$ cat src/isaPkg.sv
package isaPkg;

   // Machine word and register index
   typedef logic [31:0] word;
   typedef logic [4:0] regAddr;

   // Primary opcodes, instr[31:26]
   typedef enum logic [5:0] {
      SPECIAL = 6'h00,
      J       = 6'h02,
      BEQ     = 6'h04,
      BNE     = 6'h05,
      ADDIU   = 6'h09,
      ANDI    = 6'h0c,
      ORI     = 6'h0d,
      LUI     = 6'h0f,
      LW      = 6'h23,
      SW      = 6'h2b
   } opcode;

   // Function codes under SPECIAL, instr[5:0]
   typedef enum logic [5:0] {
      SLL  = 6'h00,
      SRL  = 6'h02,
      ADDU = 6'h21,
      SUBU = 6'h23,
      AND  = 6'h24,
      OR   = 6'h25,
      XOR  = 6'h26,
      SLT  = 6'h2a
   } funct;

   // Operations the execute ALU knows
   typedef enum logic [3:0] {
      aluAdd,
      aluSub,
      aluAnd,
      aluOr,
      aluXor,
      aluSlt,
      aluSll,
      aluSrl,
      aluLui
   } aluOp;

endpackage

$ cat src/corePkg.sv
package corePkg;

   // Word address width on the memory bus
   localparam int addrBits = 10;

   // One request on the shared memory port
   typedef struct packed {
      logic valid;
      logic [addrBits-1:0] addr;
      logic write;
      isaPkg::word data;
   } memRequest;

   // Read word, one cycle after a granted read
   typedef struct packed {
      isaPkg::word data;
   } memResponse;

   // Control for the execute stage
   typedef struct packed {
      isaPkg::aluOp alu;
      logic useImm;
      logic useShamt;
      isaPkg::regAddr dest;
      logic regWrite;
      logic load;
      logic store;
      logic beq;
      logic bne;
      logic jump;
      isaPkg::word imm;
      logic [4:0] shamt;
      // Raw instr[25:0], rs and rt sit in its top ten bits
      logic [25:0] target;
   } decoded;

   // Execute pipeline register
   typedef struct packed {
      logic valid;
      decoded ctrl;
      isaPkg::word opA;
      isaPkg::word opB;
      isaPkg::word pc;
   } execBundle;

   typedef struct packed {
      logic valid;
      isaPkg::regAddr dest;
      isaPkg::word result;
      logic load;
   } wbBundle;

   // Register write, also the retire report
   typedef struct packed {
      logic valid;
      isaPkg::regAddr dest;
      isaPkg::word data;
   } retire;

endpackage

$ cat src/writebackStage.sv
module writebackStage (
   input  logic clk,
   input  logic reset,
   input  logic hold,
   input  corePkg::wbBundle wbIn,
   input  isaPkg::word loadData,
   output corePkg::wbBundle forward,
   output isaPkg::word forwardData,
   output corePkg::retire regWrite
);

   corePkg::wbBundle stage;

   always_ff @(posedge clk) begin
      if (reset) begin
         stage.valid <= 1'b0;
      end else if (!hold) begin
         stage <= wbIn;
      end
   end

   // Load data arrives this cycle from memory
   assign forwardData = stage.load ? loadData : stage.result;
   assign forward = stage;

   // r0 never written, nothing retires under hold
   always_comb begin
      regWrite.valid = stage.valid && (stage.dest != '0) && !hold;
      regWrite.dest = stage.dest;
      regWrite.data = forwardData;
   end

endmodule
$ cat config.mk
export PLATFORM = sky130hd
export DESIGN_NAME = writebackStage
export DESIGN_NICKNAME = d
export VERILOG_FILES = /design/src/isaPkg.sv /design/src/corePkg.sv /design/src/writebackStage.sv
export SDC_FILE = /design/constraint.sdc
export NUM_CORES = 1
export LEC_CHECK = 0
export ABC_AREA = 1
export BUFFER_PORTS_ARGS = -buffer_cell sky130_fd_sc_hd__buf_4
export CELL_PAD_IN_SITES_DETAIL_PLACEMENT = 1
export CELL_PAD_IN_SITES_GLOBAL_PLACEMENT = 1
export CORE_MARGIN = 2
export CORE_UTILIZATION = 27
export CTS_BUF_LIST = sky130_fd_sc_hd__clkbuf_4
export CTS_CLUSTER_DIAMETER = 200
export DETAILED_ROUTE_END_ITERATION = 16
export PLACE_DENSITY_LB_ADDON = 0.05
export RECOVER_POWER = 25
export SYNTH_ARGS = -nofsm -noshare
export SYNTH_HDL_FRONTEND = slang
export SYNTH_SLANG_ARGS = --single-unit
$ cat constraint.sdc
create_clock -name clk -period 2.7 [get_ports clk]
set_input_delay 0.27 -clock clk [delete_from_list [all_inputs] [get_ports clk]]
set_output_delay 0.27 -clock clk [all_outputs]
set_load 0.02 [all_outputs]
==> reports/metrics.cfg <==
[outcome]
status = complete, no violations

[clock_network]
clkSinkCount = 39
numCtsBuffers = 5
clock_path_buffers = 2
hold_buffers = 0
cts_resized = 0
clk_latency_ns = 0.34
clkTransAtPathRegs_ns = 0.12
cts_tree = yes
htree_levels = 2
cts_root_buf = clkbuf_4
cts_setup_buffers = 0

[synth]
syn_area_sq_mm = 0.00210
syn_area_per_cell_sq_um = 11.1
syn-num-nets = 264
synthCells = 190
ys_seq_area_frac = 0.553
synth.distinct_cells = 15
yosys_register_bits = 39
yosysWarnings = 0

[place]
numPortBuffers = 182
dp_hpwl_mm = 4.76
place.gp.congestion = 0.704

[power_and_ir_drop]
p_per_area_mw_per_mm2 = 539
p_leak_nw = 1.66
finalPower_mw = 1.80
ir_drop_uv = 193

[routing]
first_iter_violations = 27
drtAntennaViolNets = 0
viasPerCell = 4.02
vias = 1771
drt-total-wl_mm = 5.87
remaining_drc_errors = 0
wl_per_cell_microns = 13.3
first_pass_iters = 3

[global_routing]
antenna_found_initial = 0
grt_max_degree = 41
grt.total_usage = 0.136
overflow = 0
grt_pass1_vias = 1717
grt_first_pass_wirelength_mm = 8.85

[timing]
period_share = 0.690
finalMaxSlewViolations = 0
min_period_ns = 1.86
final_hold_viol_count = 0
clock_skew_ns = 0
setup_violations = 0
fin_tns_setup_ns = 0
fmax_mhz = 537
holdWs_ns = 0.112
worst_slew_pin_slew_ns = 0.852
rsz0062_at_grt = false
slew_headroom = 0.432

[setup_path]
crit_top_cell = buf_4
cp_cell_sequence = buf_4, nand2_1, o21ai_0, buf_4
end_kind = primary output
cp.arrival_ns = 1.59
cp_max_fo = 40
path_class = reg2out
crit_family = buffers and inverters
ff2ff_setup_slack_ns = 2.13
slowest_delay_ns = 0.44
r2r_start = forward[38]$_SDFFE_PP0N_
cp_data_required_time_ns = 2.43
start_kind = flop
slowest_stage = buf_4
crit_buf_inv = 2
r2r_end = forward[38]$_SDFFE_PP0N_
r2r_cells = 2

[floorplan]
die_height_microns = 92.2
rows = 32
die-area_sq_mm = 0.00850
core_sq_mm = 0.00765
pin_count = 183
initial_core_util = 0.275
die_x_microns = 92.2

[worst_hold_path]
hold_end = forward[22]$_DFFE_PP_
min-delay-start = wbIn[22]
hold_class = in2reg
hold_depth = 1

[layout]
drive_above_1_share = 0.658
largest_reg_flops = 39
diodes = 0
fin_nets = 412
n_fill_cell = 902
area_growth_pct = 59.0

[flow_run]
maxCapViolCount = 0

[layout by cell type (no fill, tap or decap), drive strengths merged]
cell type,n
dfxtp,1
edfxtp,38
nor2,4
o21bai,1
clkbuf,46
o21ai,32
nand2,33
bufinv,2
buf,145
nand3,1
inv,35
a21oi,1
[metal layers]
metal / part of all wire / track usage
met3: 0.10 / 0.0559
met1: 0.35 / 0.139
met4: 0.016 / 0.0510
met2: 0.53 / 0.246
met5: 0 / 0
[worst max path at each step]
stage | slack (ns) | to | start | cells after the start
after CTS | 0.79 | forwardData[31] | forward[0]$_DFFE_PP_ | 4
after floorplan | 0.39 | forward[0]$_DFFE_PP_ | reset | 1
after global placement | 1.25 | forwardData[31] | forward[0]$_DFFE_PP_ | 3
final | 0.84 | forwardData[31] | forward[0]$_DFFE_PP_ | 4
after detailed placement | 1.20 | forwardData[31] | forward[0]$_DFFE_PP_ | 4
after global routing | 0.62 | forwardData[31] | forward[0]$_DFFE_PP_ | 4
[metrics by stage]
step                       util  area (sq um)  setup WS, ns  instances
after floorplan               -          2100         0.388        190
final                     0.437          3340         0.836        441
after detailed placement  0.425          3250          1.20        433
after global placement    0.425          3250          1.25        433
after global routing      0.437          3340         0.615        441
after CTS                 0.438          3350         0.788        441
[cell usage after synthesis]
cell type | number | area share
dfxtp_1 | 1 | 0.0095
nand3_1 | 1 | 0.0024
o21bai_1 | 1 | 0.0036
a21oi_1 | 1 | 0.0024
buf_12 | 1 | 0.0095
nand2_1 | 31 | 0.055
inv_1 | 35 | 0.063
nand2_2 | 2 | 0.0060
buf_8 | 3 | 0.021
nor2_1 | 4 | 0.0071
o21ai_0 | 3 | 0.0071
o21ai_2 | 29 | 0.12
buf_4 | 37 | 0.13
edfxtp_1 | 38 | 0.54
buf_6 | 3 | 0.016
[logic make-up after synthesis]
family                 after synthesis  share of synthesized area
buffers and inverters               79                      0.242
and+or+nand+nor                     38                     0.0709
AOI/OAI and AO/OA                   34                      0.134
DFF                                 39                      0.553
[report_power, final]
part           switching (mW)  internal, mW  total, mW
clock network           0.194         0.299      0.493
logic                   0.317         0.257      0.574
registers              0.0219         0.710      0.732
total                   0.533          1.27       1.80
[worst reg2reg max path: stages (launching register included)]
cell     delay (ns)
dfxtp_1        0.35
inv_1          0.05
a21oi_1        0.11
[layout make-up]
type / instances / area (sq um) / share of cell area
Inverter: 35 / 131 / 0.0394
Multi-Input combinational cell: 72 / 430 / 0.129
Clock buffer: 6 / 45.0 / 0.0135
Tap cell: 102 / 128 / 0.0382
Sequential cell: 39 / 1160 / 0.348
Clock inverter: 2 / 60.1 / 0.0180
Timing Repair Buffer: 185 / 1380 / 0.414
(Power assumes the default switching activity.)
