**config.mk**
```make
export PLATFORM = sky130hd
export DESIGN_NAME = memArbiter
export DESIGN_NICKNAME = d
export VERILOG_FILES = /design/src/isaPkg.sv /design/src/corePkg.sv /design/src/memArbiter.sv
export SDC_FILE = /design/constraint.sdc
export NUM_CORES = 1
export LEC_CHECK = 0
export BUFFER_PORTS_ARGS = -buffer_cell sky130_fd_sc_hd__buf_2
export CORE_ASPECT_RATIO = 1.1
export CORE_MARGIN = 5
export CORE_UTILIZATION = 25
export DETAILED_ROUTE_END_ITERATION = 8
export PLACE_DENSITY = 0.8
export SLEW_MARGIN = 20
export SYNTH_ARGS = -nofsm -noshare
export SYNTH_HDL_FRONTEND = slang
export SYNTH_SLANG_ARGS = --single-unit
```
**constraint.sdc**
```tcl
create_clock -name vclk -period 0.8
set_input_delay 0.12 -clock vclk [all_inputs]
set_output_delay 0.12 -clock vclk [all_outputs]
set_load 0.02 [all_outputs]
```
**src/isaPkg.sv**
```systemverilog
package isaPkg;

   // Machine word and register index
   typedef logic [31:0] word;
   typedef logic [4:0] regAddr;

   // Primary opcodes, instr[31:26]
   typedef enum logic [5:0] {
      SPECIAL = 6'h00,
      J       = 6'h02,
      BEQ     = 6'h04,
      BNE     = 6'h05,
      ADDIU   = 6'h09,
      ANDI    = 6'h0c,
      ORI     = 6'h0d,
      LUI     = 6'h0f,
      LW      = 6'h23,
      SW      = 6'h2b
   } opcode;

   // Function codes under SPECIAL, instr[5:0]
   typedef enum logic [5:0] {
      SLL  = 6'h00,
      SRL  = 6'h02,
      ADDU = 6'h21,
      SUBU = 6'h23,
      AND  = 6'h24,
      OR   = 6'h25,
      XOR  = 6'h26,
      SLT  = 6'h2a
   } funct;

   // Operations the execute ALU knows
   typedef enum logic [3:0] {
      aluAdd,
      aluSub,
      aluAnd,
      aluOr,
      aluXor,
      aluSlt,
      aluSll,
      aluSrl,
      aluLui
   } aluOp;

endpackage

```
**src/corePkg.sv**
```systemverilog
package corePkg;

   // Word address width on the memory bus
   localparam int addrBits = 10;

   // One request on the shared memory port
   typedef struct packed {
      logic valid;
      logic [addrBits-1:0] addr;
      logic write;
      isaPkg::word data;
   } memRequest;

   // Read word, one cycle after a granted read
   typedef struct packed {
      isaPkg::word data;
   } memResponse;

   // Control for the execute stage
   typedef struct packed {
      isaPkg::aluOp alu;
      logic useImm;
      logic useShamt;
      isaPkg::regAddr dest;
      logic regWrite;
      logic load;
      logic store;
      logic beq;
      logic bne;
      logic jump;
      isaPkg::word imm;
      logic [4:0] shamt;
      // Raw instr[25:0], rs and rt sit in its top ten bits
      logic [25:0] target;
   } decoded;

   // Execute pipeline register
   typedef struct packed {
      logic valid;
      decoded ctrl;
      isaPkg::word opA;
      isaPkg::word opB;
      isaPkg::word pc;
   } execBundle;

   typedef struct packed {
      logic valid;
      isaPkg::regAddr dest;
      isaPkg::word result;
      logic load;
   } wbBundle;

   // Register write, also the retire report
   typedef struct packed {
      logic valid;
      isaPkg::regAddr dest;
      isaPkg::word data;
   } retire;

endpackage

```
**src/memArbiter.sv**
```systemverilog
module memArbiter #(
   parameter int memWords = 1024
) (
   input  corePkg::memRequest hostReq,
   input  corePkg::memRequest dataReq,
   input  corePkg::memRequest fetchReq,
   output corePkg::memRequest memReq,
   output logic dataGrant,
   output logic fetchGrant
);

   // Address bits the memory actually decodes
   localparam int usedBits = $clog2(memWords);

   corePkg::memRequest winner;

   // Host first, then data, fetch last
   assign dataGrant = dataReq.valid && !hostReq.valid;
   assign fetchGrant = fetchReq.valid && !hostReq.valid && !dataReq.valid;

   always_comb begin
      if (hostReq.valid) begin
         winner = hostReq;
      end else if (dataReq.valid) begin
         winner = dataReq;
      end else begin
         // Invalid when fetch is idle too
         winner = fetchReq;
      end
   end

   // Upper address bits dropped
   always_comb begin
      memReq = winner;
      memReq.addr = '0;
      memReq.addr[usedBits-1:0] = winner.addr[usedBits-1:0];
   end

endmodule

```
==> impl_metrics.json <==
{
  "status": "finished with violations",
  "violations": "negative setup slack",
  "dr.pass1.iters": 4,
  "synth_top_cell_by_area": "mux2i_1",
  "synth_commonest_cells": "mux2i_1, nand2_1, o21ai_1, clkbuf_1, o21ai_0",
  "die_w_um": 69.7,
  "drive_gt1_share_pct": 80.7,
  "ctsHoldBuffers": 0,
  "grt_pass1_vias": 1856,
  "cp.arrival_ps": 870,
  "drt_iter0_drc": 40,
  "place_congestion": 0.857,
  "antenna_found_initial": 0,
  "ys_top_cells_by_area": "mux2i_1, o21ai_1, nand2_1",
  "criticalPathCategory": "primary input to primary output",
  "syn2layout_area_growth_pct": 186,
  "period_share_pct": 124,
  "rows": 23,
  "io_buffers": 178,
  "peakVddDrop_mv": 0.355,
  "ioPinCount": 178,
  "worst_pin_slew_ps": 199,
  "start_util_pct": 26.4,
  "power.density_nw_per_um2": 704,
  "dp_hpwl_um": 4160,
  "nClkBuffers": 0,
  "diodes": 0,
  "fmax_mhz": 1010,
  "cp_slowest_stage_delay_ps": 180,
  "report.final.slew_viol_count": 0,
  "cp_top_family": "buffers and inverters",
  "grt_pass1_wl_um": 8470,
  "hold_path_end": "memReq[36]",
  "worstPathCellList": "buf_16 > clkbuf_16 > mux2i_4 > o21ai_2 > buf_6",
  "required_ps": 680,
  "syn_nets": 279,
  "post-route-drc-count": 0,
  "die_h_um": 75.6,
  "synth_top_cell_area_share_pct": 44.0,
  "critPathSlowestCell": "mux2i_4",
  "min_period_ps": 990,
  "syn_avg_cell_area_um2": 6.66,
  "grt_max_degree": 43,
  "setup_ws_ps": -190,
  "start_kind": "primary input",
  "vias": 1864,
  "post-place-cells": 366,
  "grt_use_total_pct": 19.4,
  "die_area_um2": 5270,
  "hold_viol": 0,
  "regArea_um2": 0,
  "core-area_um2": 3710,
  "maxCapViolCount": 0,
  "holdPathStages": 4,
  "p_leak_uw": 0.00142,
  "crit_buf_inv": 3,
  "rsz0062_at_grt": "yes",
  "holdCritStartpoint": "hostReq[36]",
  "setup_viol": 45,
  "syn_area_um2": 978,
  "yosys_warnings": 0,
  "via_per_inst": 4.96,
  "syn_inst": 147,
  "ys_types": 12,
  "hp-class": "primary input to primary output",
  "seq_cell_count": 0,
  "cp-end-kind": "primary output",
  "placed_area_um2": 2040,
  "whs_ps": 533,
  "stdcell_count": 376,
  "drt-total-wl_um": 6230,
  "final_antenna_net_count": 0,
  "crit_fanout": 5,
  "wl_per_cell_um": 16.6,
  "ys_seq_area_share_pct": 0,
  "slew_headroom_pct": 86.5,
  "cts_setup_buffers": 0,
  "nets": 460,
  "final_area_um2": 2800,
  "overflow": 0
}
==> power breakdown <==
| part | internal (uW) | switching (uW) | leakage [uW] | total, uW |
|---|---|---|---|---|
| logic | 1070 | 903 | 0.00142 | 1970 |
| clock network | 0 | 0 | 0 | 0 |
| registers | 0 | 0 | 0 | 0 |
==> tightest hold or removal path, delay by kind of cell <==
kind / cells / cell delay [ps]
buf+inv: 2 / 180
compound gates: 1 / 60
simple gates: 1 / 50
==> cell type report <==
type | instances | area [um^2]
multi-input cells | 132 | 1190
repair buffers | 194 | 1540
fillers | 264 | 917
well taps | 50 | 62.6
==> layer usage <==
layer	share of wire, %	vias up	GRT usage [%]	wire (um)
li1	-	896	-	-
met1	31	851	20.8	1950
met2	58	109	39.1	3610
met3	9.8	8	4.49	610
met4	1.1	0	4.47	68
met5	0	-	0	0
==> layout by cell type, fill, tap and decap left out <==
| master | count |
|---|---|
| buf_12 | 3 |
| buf_16 | 8 |
| buf_2 | 133 |
| buf_4 | 8 |
| buf_6 | 37 |
| buf_8 | 1 |
| clkbuf_16 | 4 |
| mux2i_1 | 16 |
| mux2i_2 | 16 |
| mux2i_4 | 11 |
| nand2_1 | 43 |
| nor2b_4 | 1 |
| nor3b_4 | 1 |
| o21ai_1 | 4 |
| o21ai_2 | 39 |
| or3_4 | 1 |
==> through the flow <==
| step | setup TNS [ps] | setup WS, ps | power, uW | util [%] |
|---|---|---|---|---|
| finish | -6250 | -190 | 1970 | 75.3 |
| global route | -7520 | -224 | 2080 | 75.3 |
| CTS | -7440 | -185 | 1690 | 66.1 |
| detailed placement | -11890 | -316 | 1360 | 55.0 |
| global placement | -10800 | -275 | 1330 | 55.0 |
| floorplan | -3140 | -77.4 | 823 | - |
==> cell families (layout without fill, tap and decap cells) <==
family,count (synthesis),in the layout,share of synthesized area (%)
compound gates,43,43,22.4
mux,43,43,44.0
simple gates,46,46,18.5
buf+inv,15,194,15.1
==> worst max path at each step <==
| stage | startpoint | to | slack (ps) | cells after the start |
|---|---|---|---|---|
| after floorplan | dataReq[43] | memReq[34] | -80 | 4 |
| after global placement | dataReq[43] | memReq[24] | -270 | 5 |
| after detailed placement | dataReq[43] | memReq[11] | -320 | 5 |
| after CTS | dataReq[43] | memReq[16] | -190 | 5 |
| after global routing | dataReq[43] | memReq[14] | -220 | 5 |
| final | dataReq[43] | memReq[20] | -190 | 5 |
==> timing repair <==
item	4_1_cts	5_1_grt
endpoints found under the hold margin	0	0
resized for setup	70	63
gates cloned	6	4
pin swaps	4	5
setup endpoints to repair	46	46
No activity file was read; power rests on OpenSTA's default activity.
