File: src/isaPkg.sv
package isaPkg;

   // Machine word and register index
   typedef logic [31:0] word;
   typedef logic [4:0] regAddr;

   // Primary opcodes, instr[31:26]
   typedef enum logic [5:0] {
      SPECIAL = 6'h00,
      J       = 6'h02,
      BEQ     = 6'h04,
      BNE     = 6'h05,
      ADDIU   = 6'h09,
      ANDI    = 6'h0c,
      ORI     = 6'h0d,
      LUI     = 6'h0f,
      LW      = 6'h23,
      SW      = 6'h2b
   } opcode;

   // Function codes under SPECIAL, instr[5:0]
   typedef enum logic [5:0] {
      SLL  = 6'h00,
      SRL  = 6'h02,
      ADDU = 6'h21,
      SUBU = 6'h23,
      AND  = 6'h24,
      OR   = 6'h25,
      XOR  = 6'h26,
      SLT  = 6'h2a
   } funct;

   // Operations the execute ALU knows
   typedef enum logic [3:0] {
      aluAdd,
      aluSub,
      aluAnd,
      aluOr,
      aluXor,
      aluSlt,
      aluSll,
      aluSrl,
      aluLui
   } aluOp;

endpackage

File: src/corePkg.sv
package corePkg;

   // Word address width on the memory bus
   localparam int addrBits = 10;

   // One request on the shared memory port
   typedef struct packed {
      logic valid;
      logic [addrBits-1:0] addr;
      logic write;
      isaPkg::word data;
   } memRequest;

   // Read word, one cycle after a granted read
   typedef struct packed {
      isaPkg::word data;
   } memResponse;

   // Control for the execute stage
   typedef struct packed {
      isaPkg::aluOp alu;
      logic useImm;
      logic useShamt;
      isaPkg::regAddr dest;
      logic regWrite;
      logic load;
      logic store;
      logic beq;
      logic bne;
      logic jump;
      isaPkg::word imm;
      logic [4:0] shamt;
      // Raw instr[25:0], rs and rt sit in its top ten bits
      logic [25:0] target;
   } decoded;

   // Execute pipeline register
   typedef struct packed {
      logic valid;
      decoded ctrl;
      isaPkg::word opA;
      isaPkg::word opB;
      isaPkg::word pc;
   } execBundle;

   typedef struct packed {
      logic valid;
      isaPkg::regAddr dest;
      isaPkg::word result;
      logic load;
   } wbBundle;

   // Register write, also the retire report
   typedef struct packed {
      logic valid;
      isaPkg::regAddr dest;
      isaPkg::word data;
   } retire;

endpackage

File: src/decodeUnit.sv
module decodeUnit (
   input  isaPkg::word instr,
   output corePkg::decoded ctrl,
   output isaPkg::regAddr rs,
   output isaPkg::regAddr rt
);

   logic signExt;

   // Register file read addresses
   assign rs = instr[25:21];
   assign rt = instr[20:16];

   always_comb begin
      // Start from a bubble, no write and no memory access
      ctrl = '0;
      signExt = 1'b0;
      ctrl.alu = isaPkg::aluAdd;
      ctrl.dest = instr[20:16];
      ctrl.shamt = instr[10:6];
      ctrl.target = instr[25:0];
      case (isaPkg::opcode'(instr[31:26]))
         isaPkg::SPECIAL: begin
            // R-type writes rd
            ctrl.dest = instr[15:11];
            ctrl.regWrite = 1'b1;
            case (isaPkg::funct'(instr[5:0]))
               isaPkg::ADDU: ctrl.alu = isaPkg::aluAdd;
               isaPkg::SUBU: ctrl.alu = isaPkg::aluSub;
               isaPkg::AND: ctrl.alu = isaPkg::aluAnd;
               isaPkg::OR: ctrl.alu = isaPkg::aluOr;
               isaPkg::XOR: ctrl.alu = isaPkg::aluXor;
               isaPkg::SLT: ctrl.alu = isaPkg::aluSlt;
               isaPkg::SLL: begin
                  ctrl.alu = isaPkg::aluSll;
                  ctrl.useShamt = 1'b1;
               end
               isaPkg::SRL: begin
                  ctrl.alu = isaPkg::aluSrl;
                  ctrl.useShamt = 1'b1;
               end
               default: ctrl.regWrite = 1'b0;
            endcase
         end
         isaPkg::ADDIU: begin
            ctrl.useImm = 1'b1;
            ctrl.regWrite = 1'b1;
            signExt = 1'b1;
         end
         isaPkg::ANDI: begin
            ctrl.alu = isaPkg::aluAnd;
            ctrl.useImm = 1'b1;
            ctrl.regWrite = 1'b1;
         end
         isaPkg::ORI: begin
            ctrl.alu = isaPkg::aluOr;
            ctrl.useImm = 1'b1;
            ctrl.regWrite = 1'b1;
         end
         isaPkg::LUI: begin
            ctrl.alu = isaPkg::aluLui;
            ctrl.useImm = 1'b1;
            ctrl.regWrite = 1'b1;
         end
         // Address is rs plus signed offset
         isaPkg::LW: begin
            ctrl.useImm = 1'b1;
            ctrl.regWrite = 1'b1;
            ctrl.load = 1'b1;
            signExt = 1'b1;
         end
         isaPkg::SW: begin
            ctrl.useImm = 1'b1;
            ctrl.store = 1'b1;
            signExt = 1'b1;
         end
         isaPkg::BEQ: begin
            ctrl.beq = 1'b1;
            signExt = 1'b1;
         end
         isaPkg::BNE: begin
            ctrl.bne = 1'b1;
            signExt = 1'b1;
         end
         isaPkg::J: ctrl.jump = 1'b1;
         default: ctrl.regWrite = 1'b0;
      endcase
      // Logical immediates are zero extended
      ctrl.imm = signExt ? {{16{instr[15]}}, instr[15:0]} : {16'h0000, instr[15:0]};
   end

endmodule

File: config.mk
export PLATFORM = sky130hd
export DESIGN_NAME = decodeUnit
export DESIGN_NICKNAME = d
export VERILOG_FILES = /design/src/isaPkg.sv /design/src/corePkg.sv /design/src/decodeUnit.sv
export SDC_FILE = /design/constraint.sdc
export NUM_CORES = 1
export LEC_CHECK = 0
export BUFFER_PORTS_ARGS = -buffer_cell sky130_fd_sc_hd__buf_2
export CAP_MARGIN = 20
export CORE_AREA = 8 8 62 64
export DETAILED_ROUTE_END_ITERATION = 16
export DIE_AREA = 0 0 70 72
export GPL_TIMING_DRIVEN = 1
export PLACE_DENSITY = 0.94
export SLEW_MARGIN = 20
export SYNTH_ARGS = -nofsm -noshare
export SYNTH_HDL_FRONTEND = slang
export SYNTH_SLANG_ARGS = --single-unit
File: constraint.sdc
create_clock -name vclk -period 2.7
set_input_delay 0 -clock vclk [all_inputs]
set_output_delay 0 -clock vclk [all_outputs]
set_load 0.1 [all_outputs]
==> reports/results.ini <==
[synthesis]
syn_area_um2=947.2
syn_inst=132
synth-simple-area-share_pct=22.85
seq_area_frac_synth_pct=0
synth-adder-area-share_pct=0
synth_area_per_cell_um2=7.175
synth.distinct_cells=29
synth_top_family_by_area=buffers and inverters
yosysWarningCount=0
synth_xor_xnor_area_share_pct=1.849
synth-compound-area-share_pct=8.454
synthMuxAreaShare_pct=7.001
synth_nets=164

[layout]
seq_cell_count=0
syn2layout_area_growth_pct=-6.473
drive_gt1_share_pct=68.53
post-route-cell-area_um2=885.9
fin_nets=177
n_antenna_cell=0
n_fill_cell=337
ff_latch_area_um2=0
fin_util_pct=30.52
clockBufferCount=0

[critical_path]
critPathKind=in2out
endpoint=ctrl[77]
end_kind=output pin
cp_max_fo=7
cp-startpoint=instr[30]
required_ns=2.70
cp.arrival_ns=1.82
crit_path_start_kind=input pin

[sta]
slew_viol_final=0
rsz0062_at_grt=false
max_freq_mhz=549.7
max_slew_margin_pct=66.69
hold_viol_final=0
setup_slack_ns=0.8809
finalCriticalPeriod_ns=1.819
setup_violations=0
tightest_slew_ns=0.5031
fin_crit_sh_pct=67.37
finalSetupTns_ns=0

[drt]
drt_wl_total_mm=2.458
drc=0
vias=779
vias_per_cell=4.426
drt-initial-drc-count=53
final_antenna_net_count=0
firstDrtPassIters=4
wl_per_cell_um=13.97

[floorplanning]
core_um2=2903
dieArea_um2=5040
die_h_um=72
start_util_pct=32.63
io-pin-count=122
std_cell_rows=20
die_w_um=70

[global_route]
top_usage_layer=met2
antenna_found_initial=0
met2_usage_pct=15.74
grt_pass1_vias=782
use_met3_pct=3.001
grt_max_degree=17
grt_pass1_wl_mm=3.864
grt_use_total_pct=8.536
grt.met1_usage_pct=9.531
overflow=0

[clock_tree]
post_cts_buffers=0
cts_resized=0
hold_buffers=0

[min_path]
hold_class=in2out
min-delay-start=instr[21]

[placed_design]
gp_congestion=0.8243
dp_slack_ns=0.8533
portBuffers=87
place_area_um2=885.9
post-dp-hpwl_mm=2.152

[flow_run]
maxCapViolations=0

[power_and_ir_drop]
powerDensity_nw_per_um2=432.7
ir_worst_vdd_mv=0.3962
leakage_uw=0.0005320

[status]
outcome=finished clean

-- critical path, cell delays in order --
cell and delay [ns]:
buf_2 0.15, or4_4 0.55, nor3_4 0.32, nand2b_4 0.11
o31ai_2 0.22, buf_2 0.46
-- routing by layer --
metal,part of all wire (%),vias to the layer above
met1,40,337
li1,-,394
met4,0.69,0
met5,0,-
met2,51,42
met3,8.3,6
-- synthesized netlist by cell type, drive strengths merged, types with 2 or more instances --
master | count | area share [%]
nor4 | 2 | 1.3
buf | 72 | 57
nand2 | 5 | 2.0
nor2 | 3 | 1.2
nor3b | 3 | 2.4
xor2 | 2 | 1.8
a21oi | 2 | 1.1
inv | 3 | 1.2
nand3 | 4 | 2.1
nor3 | 8 | 5.4
mux2 | 5 | 5.9
o21ai | 2 | 1.1
nand2b | 2 | 2.1
clkbuf | 4 | 1.6
o21bai | 2 | 1.6
a31oi | 2 | 1.3
-- how the worst min path moves through the flow --
stage,to,slack (ns),depth (start not counted)
2_1_floorplan,ctrl[47],0.14,1
3_3_place_gp,ctrl[23],0.001,0
3_5_place_dp,ctrl[23],0.001,0
4_1_cts,ctrl[23],0.001,0
5_1_grt,ctrl[21],0.0002,0
6_report,ctrl[21],0.00005,0
-- placed cells by master (no fill, tap or decap), drive strengths merged, types with 2 or more instances in the layout --
master and instances:
buf 87, nor3 8, nand2 5, mux2 5, nand3 4, inv 3
nor2 3, nor3b 3, a31oi 2, xor2 2, a21oi 2, o21ai 2
o21bai 2, nand2b 2, nor4 2
-- per-stage QoR --
step,std cells,hold WS (ns),power [µW]
after floorplan,132,0.1427,534.1
after global placement,176,0.0009942,383.4
after detailed placement,176,0.0009942,385.1
after CTS,176,0.0009942,385.6
after global routing,176,0.0002205,395.4
final,176,0.00004824,383.3
-- where the power goes --
part	switching (µW)	internal, µW	leakage (µW)	total, µW
registers	0	0	0	0
clock network	0	0	0	0
logic	330	53.1	0.000532	383
-- cells by family (layout without fill, tap and decap cells) --
kind of cell,Yosys count,in the layout
mux,6,6
xor+xnor,2,2
simple gates,34,34
compound gates,11,11
buf+inv,79,90
-- final cells by class --
| cell class | count | area [µm²] | share of cell area, % |
|---|---|---|---|
| Multi-Input combinational cell | 53 | 397.9 | 44.92 |
| Tap cell | 33 | 41.29 | 4.661 |
| Timing Repair Buffer | 87 | 435.4 | 49.15 |
| Inverter | 3 | 11.26 | 1.271 |
Note: power is estimated with default switching activity, not from simulation.
