### src/isaPkg.sv
package isaPkg;

   // Machine word and register index
   typedef logic [31:0] word;
   typedef logic [4:0] regAddr;

   // Primary opcodes, instr[31:26]
   typedef enum logic [5:0] {
      SPECIAL = 6'h00,
      J       = 6'h02,
      BEQ     = 6'h04,
      BNE     = 6'h05,
      ADDIU   = 6'h09,
      ANDI    = 6'h0c,
      ORI     = 6'h0d,
      LUI     = 6'h0f,
      LW      = 6'h23,
      SW      = 6'h2b
   } opcode;

   // Function codes under SPECIAL, instr[5:0]
   typedef enum logic [5:0] {
      SLL  = 6'h00,
      SRL  = 6'h02,
      ADDU = 6'h21,
      SUBU = 6'h23,
      AND  = 6'h24,
      OR   = 6'h25,
      XOR  = 6'h26,
      SLT  = 6'h2a
   } funct;

   // Operations the execute ALU knows
   typedef enum logic [3:0] {
      aluAdd,
      aluSub,
      aluAnd,
      aluOr,
      aluXor,
      aluSlt,
      aluSll,
      aluSrl,
      aluLui
   } aluOp;

endpackage

### src/corePkg.sv
package corePkg;

   // Word address width on the memory bus
   localparam int addrBits = 10;

   // One request on the shared memory port
   typedef struct packed {
      logic valid;
      logic [addrBits-1:0] addr;
      logic write;
      isaPkg::word data;
   } memRequest;

   // Read word, one cycle after a granted read
   typedef struct packed {
      isaPkg::word data;
   } memResponse;

   // Control for the execute stage
   typedef struct packed {
      isaPkg::aluOp alu;
      logic useImm;
      logic useShamt;
      isaPkg::regAddr dest;
      logic regWrite;
      logic load;
      logic store;
      logic beq;
      logic bne;
      logic jump;
      isaPkg::word imm;
      logic [4:0] shamt;
      // Raw instr[25:0], rs and rt sit in its top ten bits
      logic [25:0] target;
   } decoded;

   // Execute pipeline register
   typedef struct packed {
      logic valid;
      decoded ctrl;
      isaPkg::word opA;
      isaPkg::word opB;
      isaPkg::word pc;
   } execBundle;

   typedef struct packed {
      logic valid;
      isaPkg::regAddr dest;
      isaPkg::word result;
      logic load;
   } wbBundle;

   // Register write, also the retire report
   typedef struct packed {
      logic valid;
      isaPkg::regAddr dest;
      isaPkg::word data;
   } retire;

endpackage

### src/executeStage.sv
module executeStage (
   input  logic clk,
   input  logic reset,
   input  logic hold,
   input  logic instrValid,
   input  isaPkg::word instrPc,
   input  corePkg::decoded ctrl,
   input  isaPkg::word readDataA,
   input  isaPkg::word readDataB,
   input  logic grant,
   input  corePkg::wbBundle forward,
   input  isaPkg::word forwardData,
   output corePkg::wbBundle wbOut,
   output corePkg::memRequest request,
   output logic redirect,
   output isaPkg::word redirectPc
);

   corePkg::execBundle ex;
   isaPkg::word opA;
   isaPkg::word opB;
   isaPkg::word srcA;
   isaPkg::word srcB;
   isaPkg::word result;
   isaPkg::word delayPc;
   isaPkg::word target;
   isaPkg::word pendingPc;
   logic taken;
   logic memOp;
   logic pending;

   // Write-back result wins when it targets this source
   function automatic isaPkg::word bypass(input isaPkg::regAddr src, input isaPkg::word value,
                                          input corePkg::wbBundle wb, input isaPkg::word wbData);
      if (wb.valid && (wb.dest != '0) && (wb.dest == src)) begin
         return wbData;
      end
      return value;
   endfunction

   // Pipeline register, payload kept without reset
   always_ff @(posedge clk) begin
      if (reset) begin
         ex.valid <= 1'b0;
      end else if (!hold) begin
         ex.valid <= instrValid;
         ex.ctrl <= ctrl;
         ex.opA <= readDataA;
         ex.opB <= readDataB;
         ex.pc <= instrPc;
      end
   end

   always_comb begin
      // rs and rt come from the raw target bits
      opA = bypass(ex.ctrl.target[25:21], ex.opA, forward, forwardData);
      opB = bypass(ex.ctrl.target[20:16], ex.opB, forward, forwardData);
      // Shifts take rt as B and shamt as A
      srcA = ex.ctrl.useShamt ? {27'd0, ex.ctrl.shamt} : opA;
      srcB = ex.ctrl.useImm ? ex.ctrl.imm : opB;
      case (ex.ctrl.alu)
         isaPkg::aluAdd: result = srcA + srcB;
         isaPkg::aluSub: result = srcA - srcB;
         isaPkg::aluAnd: result = srcA & srcB;
         isaPkg::aluOr: result = srcA | srcB;
         isaPkg::aluXor: result = srcA ^ srcB;
         isaPkg::aluSlt: result = {31'd0, $signed(srcA) < $signed(srcB)};
         isaPkg::aluSll: result = srcB << srcA[4:0];
         isaPkg::aluSrl: result = srcB >> srcA[4:0];
         isaPkg::aluLui: result = {srcB[15:0], 16'h0000};
         default: result = srcA + srcB;
      endcase
   end

   // Branch targets are relative to the delay slot
   assign delayPc = ex.pc + 32'd4;
   assign target = ex.ctrl.jump ? {delayPc[31:28], ex.ctrl.target, 2'b00}
                                : delayPc + {ex.ctrl.imm[29:0], 2'b00};
   assign taken = ex.valid && (ex.ctrl.jump || (ex.ctrl.beq && (opA == opB)) ||
                               (ex.ctrl.bne && (opA != opB)));

   // Delay slot not fetched yet, so park the target until it shows up
   always_ff @(posedge clk) begin
      if (reset) begin
         pending <= 1'b0;
      end else if (!hold) begin
         if (taken && !instrValid) begin
            pending <= 1'b1;
            pendingPc <= target;
         end else if (instrValid) begin
            pending <= 1'b0;
         end
      end
   end

   // Redirect the fetch that follows the delay slot
   assign redirect = instrValid && (taken || pending);
   assign redirectPc = pending ? pendingPc : target;

   // Word access at the ALU address
   assign memOp = ex.ctrl.load || ex.ctrl.store;
   always_comb begin
      request.valid = ex.valid && memOp && !hold;
      request.addr = result[corePkg::addrBits+1:2];
      request.write = ex.ctrl.store;
      request.data = opB;
   end

   // A load that loses arbitration brings no data
   always_comb begin
      wbOut.valid = ex.valid && ex.ctrl.regWrite && (!ex.ctrl.load || grant);
      wbOut.dest = ex.ctrl.dest;
      wbOut.result = result;
      wbOut.load = ex.ctrl.load;
   end

endmodule

### config.mk
export PLATFORM = sky130hd
export DESIGN_NAME = executeStage
export DESIGN_NICKNAME = d
export VERILOG_FILES = /design/src/isaPkg.sv /design/src/corePkg.sv /design/src/executeStage.sv
export SDC_FILE = /design/constraint.sdc
export NUM_CORES = 1
export LEC_CHECK = 0
export BUFFER_PORTS_ARGS = -buffer_cell sky130_fd_sc_hd__buf_2
export CORE_ASPECT_RATIO = 1.75
export CORE_MARGIN = 2
export CORE_UTILIZATION = 30
export CTS_CLUSTER_DIAMETER = 60
export DETAILED_ROUTE_END_ITERATION = 12
export PLACE_DENSITY = 0.44
export SLEW_MARGIN = 20
export SYNTH_ARGS = -nofsm -noshare
export SYNTH_HDL_FRONTEND = slang
export SYNTH_SLANG_ARGS = --single-unit
### constraint.sdc
create_clock -name clk -period 21.5 [get_ports clk]
set_clock_uncertainty 0.05 [all_clocks]
set_input_delay 1.075 -clock clk [delete_from_list [all_inputs] [get_ports clk]]
set_output_delay 1.075 -clock clk [all_outputs]
set_load 0.01 [all_outputs]
==> metrics.csv <==
metric;value;unit
synthesis.nets;2555;
fin_util;35.0;%
gr-usage-all-layers;26.2;%
met1_length;32.2;mm
synthDistinctLibCells;92;
required;20380;ps
final_area;0.0224;mm²
synth_edf_count;208;
path_max_fanout;50;
nets;2805;
regArea;0.00629;mm²
report.power.total;1.55;mW
cts_hold_buf;0;
p_leak;9.51;nW
setup-tns-final;0;ps
synth_seq_area_share;32.6;%
synth_compound_area_share;21.8;%
syn_inst;2174;
ir_drop;0.0666;mV
yosys.area_share.simple;14.7;%
worst_slack;12720;ps
maxSlewViolCount;0;
placementRows;123;
avgSynthCellArea;8.88;µm²
synth-seq-cells;210;
vias;18300;
core-area;0.0640;mm²
crit_chain;buf_2 -> or4_4 -> o211ai_2 -> nor2_4 -> buf_4 -> o311ai_1 -> inv_1 -> ha_1 -> and3_1 -> a21oi_1 -> o21ai_0 -> a31o_2 -> a41oi_1 -> o41ai_1 -> buf_4 -> a311o_1 -> a311o_1 -> a31oi_1 -> o22ai_1 -> a211oi_1 -> buf_2;
drive_above_1_share;21.8;%
slew_headroom;20.9;%
multi_input_area;0.0118;mm²
place_ws;12540;ps
ys_warn_count;0;
hold_path_startpoint;ex[176]$_SDFFE_PP0N_;
place_area;0.0217;mm²
clk_pin_slew;70;ps
fmax;114;MHz
detail-route-antenna-nets;0;
grt_max_degree;177;
min_path_type;flip-flop to flip-flop;
finalSetupViolCount;0;
start_util;30.1;%
grt_antenna_before_repair;31;
p_comb_share;43.2;%
crit_arrival;7650;ps
p_int;918;µW
syn_area;0.0193;mm²
gp_congestion;0.991;
nFillCells;6730;
dieWidth;196;µm
synthAdderAreaFrac;8.48;%
drt-initial-drc-count;1359;
crit_type;input port to output pin;
grt_pass1_vias;18700;
synth_mux_area_share;10.8;%
fp.dieArea;0.0664;mm²
cts_tree;built;
vias_per_cell;5.63;
synth_top_family_by_area;compound AO/OA/AOI/OAI gates;
areaGrowthSynthToFinish;16.2;%
r2r-start;ex[116]$_DFFE_PP_;
wl_met3;5.28;mm
clk_path_buf_depth;3;
ys_async_sr_fraction;0;%
htree_levels;1;
worstMarginPinSlew;1170;ps
wl_met2;46.0;mm
switching_power;628;µW
hpwl;71.9;mm
grt_pass1_wl;128;mm
synth_xor_area_share;5.13;%
routedWlPerCell;27.4;µm
crit_family;compound AO/OA/AOI/OAI gates;
finalHoldViolCount;0;
powerDensity;68.9;mW/mm²
post-route-period-util;40.8;%
io_pins;368;
rsz0062_at_grt;no;
r2r-end;pendingPc[2]$_DFFE_PP_;
cts_made_buffers;21;
reg2reg_depth;13;
seqPwrFrac;32.0;%
wl;89.4;mm
dr.pass1.iters;5;
cts_resized;0;
period_minus_slack;8780;ps
p_sw_share;40.6;%
die_y;340;µm
insertion_delay;540;ps
drc_errors;0;
reg2reg_slack;16260;ps
status;completed;
postCtsSetupBuffers;0;
critPathCaptureType;output pin;
port_buffers;334;
cts.sinks;210;
cap_violations;0;
cp_num_buf_inv;5;
worstHoldEndpoint;ex[176]$_SDFFE_PP0N_;
holdPathStages;2;
synth_top_flop_cell;edfxtp_1;
max_stage_delay;800;ps
top_layer;met5;
pwr-share-clk;24.8;%
root_buffer;clkbuf_16;
cp-start-kind;input port;
gr-total-overflow;0;
slowest_stage;o311ai_1;
-- synthesized netlist by cell type, types with 34 or more instances --
cell type / n / area (µm²)
xnor2_1: 79 / 692
nand3_1: 58 / 290
a21oi_1: 161 / 806
mux2_2: 49 / 552
a21o_1: 35 / 263
inv_1: 144 / 541
xor2_1: 34 / 298
edfxtp_1: 208 / 6250
mux2i_1: 150 / 1500
nand2_1: 177 / 664
ha_1: 126 / 1580
o21ai_0: 141 / 706
nor2_1: 157 / 589
clkbuf_1: 97 / 364
-- routing by layer --
layer / global-route usage, % / up-vias
met3: 4.83 / 210
li1: - / 8551
met1: 27.7 / 8825
met2: 48.6 / 711
met4: 14.5 / 36
met5: 0 / -
-- layout make-up --
cell class	count	area share, %
Antenna cell	8	0.0893
Tap cell	812	4.53
Inverter	148	2.50
Timing Repair Buffer	382	9.12
Multi-Input combinational cell	1661	52.7
Sequential cell	210	28.0
Clock buffer	25	2.41
Clock inverter	11	0.614
-- flip-flops by register name, summed over array words and instances (netlist names) --
name	count
ex	170
pending	1
pendingPc	32
request	1
wbOut	6
-- through the flow --
stage          hold WS [ps]  std cells
2_1_floorplan           464       2174
3_3_place_gp            498       3213
3_5_place_dp            505       3213
4_1_cts                 512       3249
5_1_grt                 545       3253
6_report                516       3257
-- how the worst max path moves through the flow --
stage                      startpoint                     end  slack [ps]  cells past startpoint
after floorplan                 reset  pendingPc[0]$_DFFE_PP_       11010                      2
after global placement    forward[36]               wbOut[30]       12570                     21
after detailed placement  forward[36]               wbOut[30]       12540                     21
after CTS                 forward[36]               wbOut[30]       12540                     21
after global routing      forward[36]               wbOut[30]       12280                     21
final                     forward[36]               wbOut[30]       12720                     21
-- kinds of logic after synthesis --
| logic type | count (synthesis) |
|---|---|
| multiplexers | 200 |
| adder cells (fa/ha/maj) | 129 |
| buffers and inverters | 303 |
| AO/OA/AOI/OAI | 633 |
| flip-flops | 210 |
| AND/OR/NAND/NOR | 586 |
| XOR/XNOR | 113 |
-- tightest hold or removal path: cells and delay by family (launching register included) --
family	cells	cell delay (ps)
DFF	1	350
AOI/OAI and AO/OA	1	130
and+or+nand+nor	1	40
-- power by group through the flow --
stage | Clock [mW] | Sequential, mW | Combinational (mW)
after floorplan | 0 | 0.500 | 0.413
after global placement | 0 | 0.504 | 0.661
after detailed placement | 0 | 0.504 | 0.661
after CTS | 0.397 | 0.495 | 0.664
after global routing | 0.407 | 0.497 | 0.718
final | 0.383 | 0.495 | 0.668
-- placed cells by master, fill, tap and decap left out, types with 21 or more instances in the layout --
| cell type | netlist | layout |
|---|---|---|
| buf_2 | 22 | 334 |
| a21oi_1 | 161 | 161 |
| nand2_1 | 177 | 176 |
| clkbuf_16 | 0 | 21 |
| nor2_1 | 157 | 153 |
| or2_2 | 31 | 31 |
| nand3_1 | 58 | 55 |
| o211ai_1 | 30 | 30 |
| a221oi_1 | 27 | 27 |
| edfxtp_1 | 208 | 208 |
| mux2i_1 | 150 | 150 |
| nor3_1 | 30 | 30 |
| mux2_2 | 49 | 49 |
| nand4_1 | 21 | 21 |
| a21o_1 | 35 | 35 |
| o21ai_0 | 141 | 140 |
| nand4b_1 | 21 | 21 |
| inv_1 | 144 | 142 |
| ha_1 | 126 | 126 |
| o21bai_1 | 23 | 23 |
| xnor2_1 | 79 | 78 |
| a211oi_1 | 27 | 27 |
| xor2_1 | 34 | 33 |
| buf_4 | 21 | 47 |
Power figures use the tool's default switching activity.
