--- config.mk ---
export PLATFORM = sky130hd
export DESIGN_NAME = fetchUnit
export DESIGN_NICKNAME = d
export VERILOG_FILES = /design/src/isaPkg.sv /design/src/corePkg.sv /design/src/fetchUnit.sv
export SDC_FILE = /design/constraint.sdc
export NUM_CORES = 1
export LEC_CHECK = 0
export ABC_AREA = 1
export BUFFER_PORTS_ARGS = -buffer_cell sky130_fd_sc_hd__buf_4
export CAP_MARGIN = 20
export CELL_PAD_IN_SITES_DETAIL_PLACEMENT = 1
export CELL_PAD_IN_SITES_GLOBAL_PLACEMENT = 2
export CORE_UTILIZATION = 29
export CTS_CLUSTER_DIAMETER = 50
export DETAILED_ROUTE_END_ITERATION = 16
export PLACE_DENSITY_LB_ADDON = 0.1
export SLEW_MARGIN = 20
export SYNTH_ARGS = -nofsm -noshare
export SYNTH_HDL_FRONTEND = slang
export SYNTH_SLANG_ARGS = --single-unit
--- constraint.sdc ---
create_clock -name clk -period 2 [get_ports clk]
set_input_delay 0.1 -clock clk [delete_from_list [all_inputs] [get_ports clk]]
set_output_delay 0.1 -clock clk [all_outputs]
set_load 0.005 [all_outputs]
--- src/isaPkg.sv ---
package isaPkg;

   // Machine word and register index
   typedef logic [31:0] word;
   typedef logic [4:0] regAddr;

   // Primary opcodes, instr[31:26]
   typedef enum logic [5:0] {
      SPECIAL = 6'h00,
      J       = 6'h02,
      BEQ     = 6'h04,
      BNE     = 6'h05,
      ADDIU   = 6'h09,
      ANDI    = 6'h0c,
      ORI     = 6'h0d,
      LUI     = 6'h0f,
      LW      = 6'h23,
      SW      = 6'h2b
   } opcode;

   // Function codes under SPECIAL, instr[5:0]
   typedef enum logic [5:0] {
      SLL  = 6'h00,
      SRL  = 6'h02,
      ADDU = 6'h21,
      SUBU = 6'h23,
      AND  = 6'h24,
      OR   = 6'h25,
      XOR  = 6'h26,
      SLT  = 6'h2a
   } funct;

   // Operations the execute ALU knows
   typedef enum logic [3:0] {
      aluAdd,
      aluSub,
      aluAnd,
      aluOr,
      aluXor,
      aluSlt,
      aluSll,
      aluSrl,
      aluLui
   } aluOp;

endpackage

--- src/corePkg.sv ---
package corePkg;

   // Word address width on the memory bus
   localparam int addrBits = 10;

   // One request on the shared memory port
   typedef struct packed {
      logic valid;
      logic [addrBits-1:0] addr;
      logic write;
      isaPkg::word data;
   } memRequest;

   // Read word, one cycle after a granted read
   typedef struct packed {
      isaPkg::word data;
   } memResponse;

   // Control for the execute stage
   typedef struct packed {
      isaPkg::aluOp alu;
      logic useImm;
      logic useShamt;
      isaPkg::regAddr dest;
      logic regWrite;
      logic load;
      logic store;
      logic beq;
      logic bne;
      logic jump;
      isaPkg::word imm;
      logic [4:0] shamt;
      // Raw instr[25:0], rs and rt sit in its top ten bits
      logic [25:0] target;
   } decoded;

   // Execute pipeline register
   typedef struct packed {
      logic valid;
      decoded ctrl;
      isaPkg::word opA;
      isaPkg::word opB;
      isaPkg::word pc;
   } execBundle;

   typedef struct packed {
      logic valid;
      isaPkg::regAddr dest;
      isaPkg::word result;
      logic load;
   } wbBundle;

   // Register write, also the retire report
   typedef struct packed {
      logic valid;
      isaPkg::regAddr dest;
      isaPkg::word data;
   } retire;

endpackage

--- src/fetchUnit.sv ---
module fetchUnit (
   input  logic clk,
   input  logic reset,
   input  logic hold,
   input  logic grant,
   input  logic redirect,
   input  isaPkg::word redirectPc,
   output corePkg::memRequest request,
   output logic instrValid,
   output isaPkg::word instrPc
);

   isaPkg::word pc;
   isaPkg::word fetchAddr;

   // Taken branch or jump replaces the sequential address
   assign fetchAddr = redirect ? redirectPc : pc;

   // Read-only requester, silent under hold
   always_comb begin
      request.valid = !hold;
      request.addr = fetchAddr[corePkg::addrBits+1:2];
      request.write = 1'b0;
      request.data = '0;
   end

   // Advance only past an address that memory accepted
   always_ff @(posedge clk) begin
      if (reset) begin
         pc <= '0;
      end else if (grant) begin
         pc <= fetchAddr + 32'd4;
      end
   end

   // Word comes back next cycle
   // Under hold the flag stays and memory keeps the read word
   always_ff @(posedge clk) begin
      if (reset) begin
         instrValid <= 1'b0;
      end else if (!hold) begin
         instrValid <= grant;
      end
   end

   // Address paired with the word in flight
   always_ff @(posedge clk) begin
      if (grant) begin
         instrPc <= fetchAddr;
      end
   end

endmodule

==> impl_metrics.tcl, run 1 <==
set metrics [dict create \
    first_pass_iters 4 \
    grt_max_degree 51 \
    seq_power_share_pct 41.6 \
    post_cts_buffers 0 \
    swShare_pct 25.9 \
    netlist.area_leader.share_pct 24.2 \
    syn_to_final_growth_pct 22.9 \
    wl_per_cell_um 14.3 \
    grt_overflow 0 \
    fin_crit_ps 1750 \
    dieHeight_um 119 \
    cp_max_fo 5 \
    maxCapViolCount 0 \
    endpoint_kind "register" \
    hold_class "in -> reg" \
    cts_tree "done" \
    async_flop_share_pct 0 \
    cts_sinks 65 \
    nets 644 \
    hold_violations 0 \
    finClkSkew_ps 5.26 \
    drt_iter0_drc 131 \
    synthCells 531 \
    root_buffer "clkbuf_16" \
    finalSetupTns_ps 0 \
    switching_power_uw 962 \
    seq_area_mm2 0.00162 \
    fin_ws_ps 247 \
    synth_cell_types 28 \
    p_int_mw 2.75 \
    cp.arrival_ps 2020 \
    peakVddDrop_mv 0.315 \
    synth_top_cells_by_count "nand2_1 (131), nor2_1 (79), inv_1 (52)" \
    portBuffers 80 \
    layout.cells.non_filler 787 \
    ys_seq_elements 65 \
    period_share_pct 87.6 \
    start_util_pct 29.8 \
    drive_above_1_share_pct 26.5 \
    num_rows 42 \
    slew_headroom_pct 64.1 \
    cts_buffer_depth 2 \
    place_inst 771 \
    crit_type "reg -> reg" \
    fillers 1635 \
    synth_top_cell_by_area "edfxtp_1" \
    powerDensity_mw_per_mm2 761 \
    core_mm2 0.0133 \
    post-route-drc-count 0 \
    grt_setup_unrepaired "false" \
    outcome "complete, no violations" \
    synth_edf_count 32 \
    ios 114 \
    multi_input_comb_area_mm2 0.00181 \
    comb_power_share_pct 16.0 \
    yosys_warnings 0 \
    wirelength_mm 11.3 \
    vias_per_cell 4.30 \
    cts_hold_buf 0 \
    ys_top_cells_by_area "edfxtp_1 (24%), dfxtp_1 (17%), nand2_1 (12%), buf_4 (8.1%), nor2_1 (7.5%)" \
    grt_pass1_vias 3376 \
    antenna_found_initial 0 \
    n_antenna_cell 0 \
    vias 3383 \
    cts_max_level 3 \
    synth_area_mm2 0.00397 \
    p_total_mw 3.71 \
    grt_pass1_wl_mm 18.0 \
    worstPathRequired_ps 2270 \
    yosysSeqAreaShare_pct 40.9 \
    clock.fmax_mhz 570 \
    place_ws_ps 64.9 \
    clk_pin_slew_ps 50 \
    worstSkewPairLatency_ps 340 \
    synthMostInstantiatedCell "nand2_1" \
    crit_path_start_kind "register" \
    synthFlopType "dfxtp_1" \
    syn_area_per_cell_um2 7.47 \
    gp_congestion 0.745 \
    cts_resized 0 \
    cts_made_buffers 9 \
    setup_viol 0 \
    chipWidth_um 119 \
    dieArea_mm2 0.0141 \
    tightest_slew_ps 538 \
    track_usage_pct 16.8 \
    leakagePower_nw 2.27 \
    clkPwrFrac_pct 42.4 \
    dp_hpwl_mm 8.46 \
    drtAntennaViolNets 0 \
    timing.final.max_slew_violations 0 \
]
## flip-flops by register name, summed over array words and instances (netlist names)
| register | cells |
|---|---|
| instrPc | 32 |
| instrValid | 1 |
| pc | 32 |
## worst max-delay path: stages, from the launching register on
cell	delay (ps)
dfxtp_1	330
o21ai_1	90
inv_1	120
ha_1	240
nand3_2	150
nor2_1	190
nand2_1	150
o21bai_1	160
nand2_1	100
a21oi_1	150
## power by group through the flow
stage               clock network, mW  registers [mW]  logic (mW)
global placement                    0            1.57       0.595
global route                     1.67            1.55       0.667
finish                           1.57            1.54       0.593
CTS                              1.62            1.54       0.608
detailed placement                  0            1.57       0.603
floorplan                           0            1.57       0.391
## per-stage QoR
step | area, um2 | hold slack, ps | utilization (%)
3_3_place_gp | 4580 | 384 | 34.5
6_report | 4870 | 45.3 | 36.7
3_5_place_dp | 4580 | 399 | 34.5
2_1_floorplan | 4090 | 212 | -
5_1_grt | 4870 | 84.1 | 36.7
4_1_cts | 4870 | 38.9 | 36.7
## metal layers
| metal | vias to the layer above | wire, um | global-route usage, % |
|---|---|---|---|
| li1 | 1729 | - | - |
| met1 | 1562 | 5530 | 22.2 |
| met2 | 77 | 5080 | 26.3 |
| met3 | 15 | 417 | 3.11 |
| met4 | 0 | 240 | 8.07 |
| met5 | - | 0 | 0 |
## cells by family after synthesis
logic type | Yosys count | share of synthesized area [%]
xor gates and xnor gates | 9 | 1.99
DFF | 65 | 40.9
adders and majority gates | 1 | 0.315
AOI/OAI and AO/OA | 45 | 5.74
and+or+nand+nor | 297 | 34.5
other | 1 | 0.0945
buffers and inverters | 113 | 16.5
## layout by cell type, fill, tap and decap left out, drive strengths merged, types with 13 or more instances in the layout
cell      n
dfxtp    33
inv      53
a21oi    13
clkbuf   13
buf      92
edfxtp   32
nand3    31
nand2   170
nor2     94
o21ai    31
conb     33
## cell type report
class,instances,share of cell area (%)
multi-input cells,385,37.2
clock inverters,3,0.822
inverters,53,4.13
clock buffers,13,5.13
flip-flops and latches,65,33.3
repair buffers,92,14.9
well taps,176,4.52
## path summary, 6_finish.rpt
| kind | from | end | slack (ps) | cells after the start |
|---|---|---|---|---|
| worst min-delay path | hold | instrValid$_SDFFE_PP0N_ | 50 | 3 |
| worst max register to register | pc[2]$_SDFFE_PP0P_ | pc[20]$_SDFFE_PP0P_ | 250 | 9 |
| worst min register to register | pc[30]$_SDFFE_PP0P_ | pc[30]$_SDFFE_PP0P_ | 510 | 2 |
| worst max-delay path | pc[2]$_SDFFE_PP0P_ | pc[20]$_SDFFE_PP0P_ | 250 | 9 |
Note: power is estimated with default switching activity, not from simulation.
==> run 2: changes to the inputs <==
--- a/config.mk
+++ b/config.mk
@@ -6,15 +6,17 @@
 export NUM_CORES = 1
 export LEC_CHECK = 0
 export ABC_AREA = 1
-export BUFFER_PORTS_ARGS = -buffer_cell sky130_fd_sc_hd__buf_4
 export CAP_MARGIN = 20
 export CELL_PAD_IN_SITES_DETAIL_PLACEMENT = 1
 export CELL_PAD_IN_SITES_GLOBAL_PLACEMENT = 2
-export CORE_UTILIZATION = 29
+export CORE_UTILIZATION = 35
 export CTS_CLUSTER_DIAMETER = 50
 export DETAILED_ROUTE_END_ITERATION = 16
+export DONT_BUFFER_PORTS = 1
 export PLACE_DENSITY_LB_ADDON = 0.1
+export SETUP_SLACK_MARGIN = 0.2
 export SLEW_MARGIN = 20
 export SYNTH_ARGS = -nofsm -noshare
 export SYNTH_HDL_FRONTEND = slang
 export SYNTH_SLANG_ARGS = --single-unit
+export TNS_END_PERCENT = 20
==> run 2 against run 1 <==
Effect of this change: the run now ends with hold timing left; wire length is 8.3% lower; largest power group unchanged; sequential power hardly changed; via count is 7.1% lower; clock power is 20% higher; combinational power is 33% lower; cell count is 15% lower; core utilization is 2.9 points higher; critical path depth is 3 higher; global-route usage is 2.0 points higher; sequential share of layout area is 4.2 points higher.
==> impl_metrics.tcl, run 2 (synthesis gave the netlist of run 1 again) <==
set metrics [dict create \
    finalSetupTns_ps 0 \
    antenna_found_initial 0 \
    wirelength_mm 10.3 \
    grt_setup_unrepaired "true" \
    start_util_pct 36.3 \
    worstPathRequired_ps 2230 \
    path_cells "o21ai_2 -> inv_2 -> ha_4 -> nand3_4 -> inv_1 -> nand2_2 -> nor2_4 -> nand2_1 -> nand2_1 -> nand3_1 -> nand2_1 -> inv_1" \
    cts_max_level 3 \
    core_mm2 0.0109 \
    hold_class "in -> reg" \
    drt_iter0_drc 106 \
    grt_overflow 0 \
    crit_type "reg -> reg" \
    tightest_slew_ps 1040 \
    layout_commonest_cell "nand2_1" \
    timing.hold.ws_ps -120 \
    maxCapViolCount 0 \
    cts_made_buffers 9 \
    cp.arrival_ps 1880 \
    ios 114 \
    final_cell_mix "nand2_1 (130), nor2_1 (77), inv_1 (51)" \
    crit_path_start_kind "register" \
    endpoint_kind "register" \
    n_antenna_cell 0 \
    cp_max_fo 5 \
    grt_pass1_vias 3134 \
    cts_hold_buf 9 \
    violations "hold timing" \
    num_rows 38 \
    crit_path_frequent_cell "nand2_1" \
    slowest_delay_ps 350 \
    gp_congestion 0.752 \
    fillers 1355 \
    powerDensity_mw_per_mm2 886 \
    place_ws_ps 121 \
    root_buffer "clkbuf_16" \
    finClkSkew_ps 9.68 \
    slew_headroom_pct 30.7 \
    post_cts_buffers 0 \
    multi_input_comb_area_mm2 0.00185 \
    period_share_pct 82.6 \
    dieHeight_um 108 \
    wl_per_cell_um 15.4 \
    syn_to_final_growth_pct 8.96 \
    post-route-drc-count 0 \
    first_pass_iters 4 \
    nets 565 \
    portBuffers 0 \
    timing.final.max_slew_violations 0 \
    cts_buffer_depth 2 \
    clk_pin_slew_ps 60 \
    vias 3144 \
    cts_sinks 65 \
    dp_hpwl_mm 7.28 \
    fin_crit_ps 1650 \
    hp-start "grant" \
    hold_violations 46 \
    dieArea_mm2 0.0118 \
    clock.fmax_mhz 605 \
    r2r-start "pc[2]$_SDFFE_PP0P_" \
    slowest_stage "dfxtp_1" \
    seq_area_mm2 0.00162 \
    setup_viol 0 \
    outcome "complete, but fails checks" \
    fin_ws_ps 348 \
    cts_tree "done" \
    leakagePower_nw 1.89 \
    critPathLaunch "pc[2]$_SDFFE_PP0P_" \
    track_usage_pct 18.8 \
    chipWidth_um 108 \
    drtAntennaViolNets 0 \
    drive_above_1_share_pct 15.6 \
    grt_pass1_wl_mm 16.4 \
    vias_per_cell 4.68 \
    worstSkewPairLatency_ps 340 \
    grt_max_degree 86 \
    top_regs "instrPc (32), pc (32), instrValid (1)" \
    peakVddDrop_mv 0.333 \
]
## run 2: changes by cell type in the layout (fill, tap and decap cells not counted), sizes merged
cell         before  now
buf              92    4
bufinv            1    3
clkbuf           13    9
dlygate4sd3       0    9
inv              53   55
## run 2: worst max-delay path: cells and delay by family, from the launching register on
family | cells | cell delay [ps]
compound gates | 1 | 110
buf+inv | 3 | 260
simple gates | 7 | 650
fa+ha+maj | 1 | 180
flops | 1 | 350
## run 2: what timing repair did
action                     CTS  global route
gates resized for setup      3             7
hold endpoints to repair    67            47
setup endpoints to repair    9            12
pin swaps                    0             1
## run 2: layout make-up
class	count	share of cell area (%)
repair buffers	13	2.78
clock inverters	7	2.90
multi-input cells	385	42.9
flip-flops and latches	65	37.5
well taps	140	4.05
clock buffers	9	5.21
inverters	53	4.66
## run 2: final timing paths
kind / to / slack, ps / cells past startpoint
max: pc[26]$_SDFFE_PP0P_ / 350 / 12
max reg2reg: pc[26]$_SDFFE_PP0P_ / 350 / 12
min reg2reg: pc[29]$_SDFFE_PP0P_ / 520 / 2
min: pc[6]$_SDFFE_PP0P_ / -120 / 1
## run 2: stage by stage
step | area, um2 | instances | power [mW] | utilization (%) | hold slack, ps
after floorplan | 4090 | 563 | 1.96 | - | 212
final | 4320 | 672 | 3.83 | 39.5 | -120
after detailed placement | 3840 | 647 | 1.95 | 35.1 | 217
after CTS | 4290 | 672 | 3.88 | 39.2 | -145
after global routing | 4320 | 672 | 4.00 | 39.5 | -135
after global placement | 3840 | 647 | 1.94 | 35.1 | 216
## run 2: report_power, final
part           internal (mW)  switching [mW]
Clock                   1.23           0.645
Sequential              1.51          0.0498
Combinational          0.133           0.265
Total                   2.87           0.960
## run 2: metal layers
layer / part of all wire [%] / track usage [%]
met2: 45 / 29.5
met4: 1.3 / 6.08
met3: 6.2 / 4.82
met5: 0 / 0
met1: 48 / 25.0
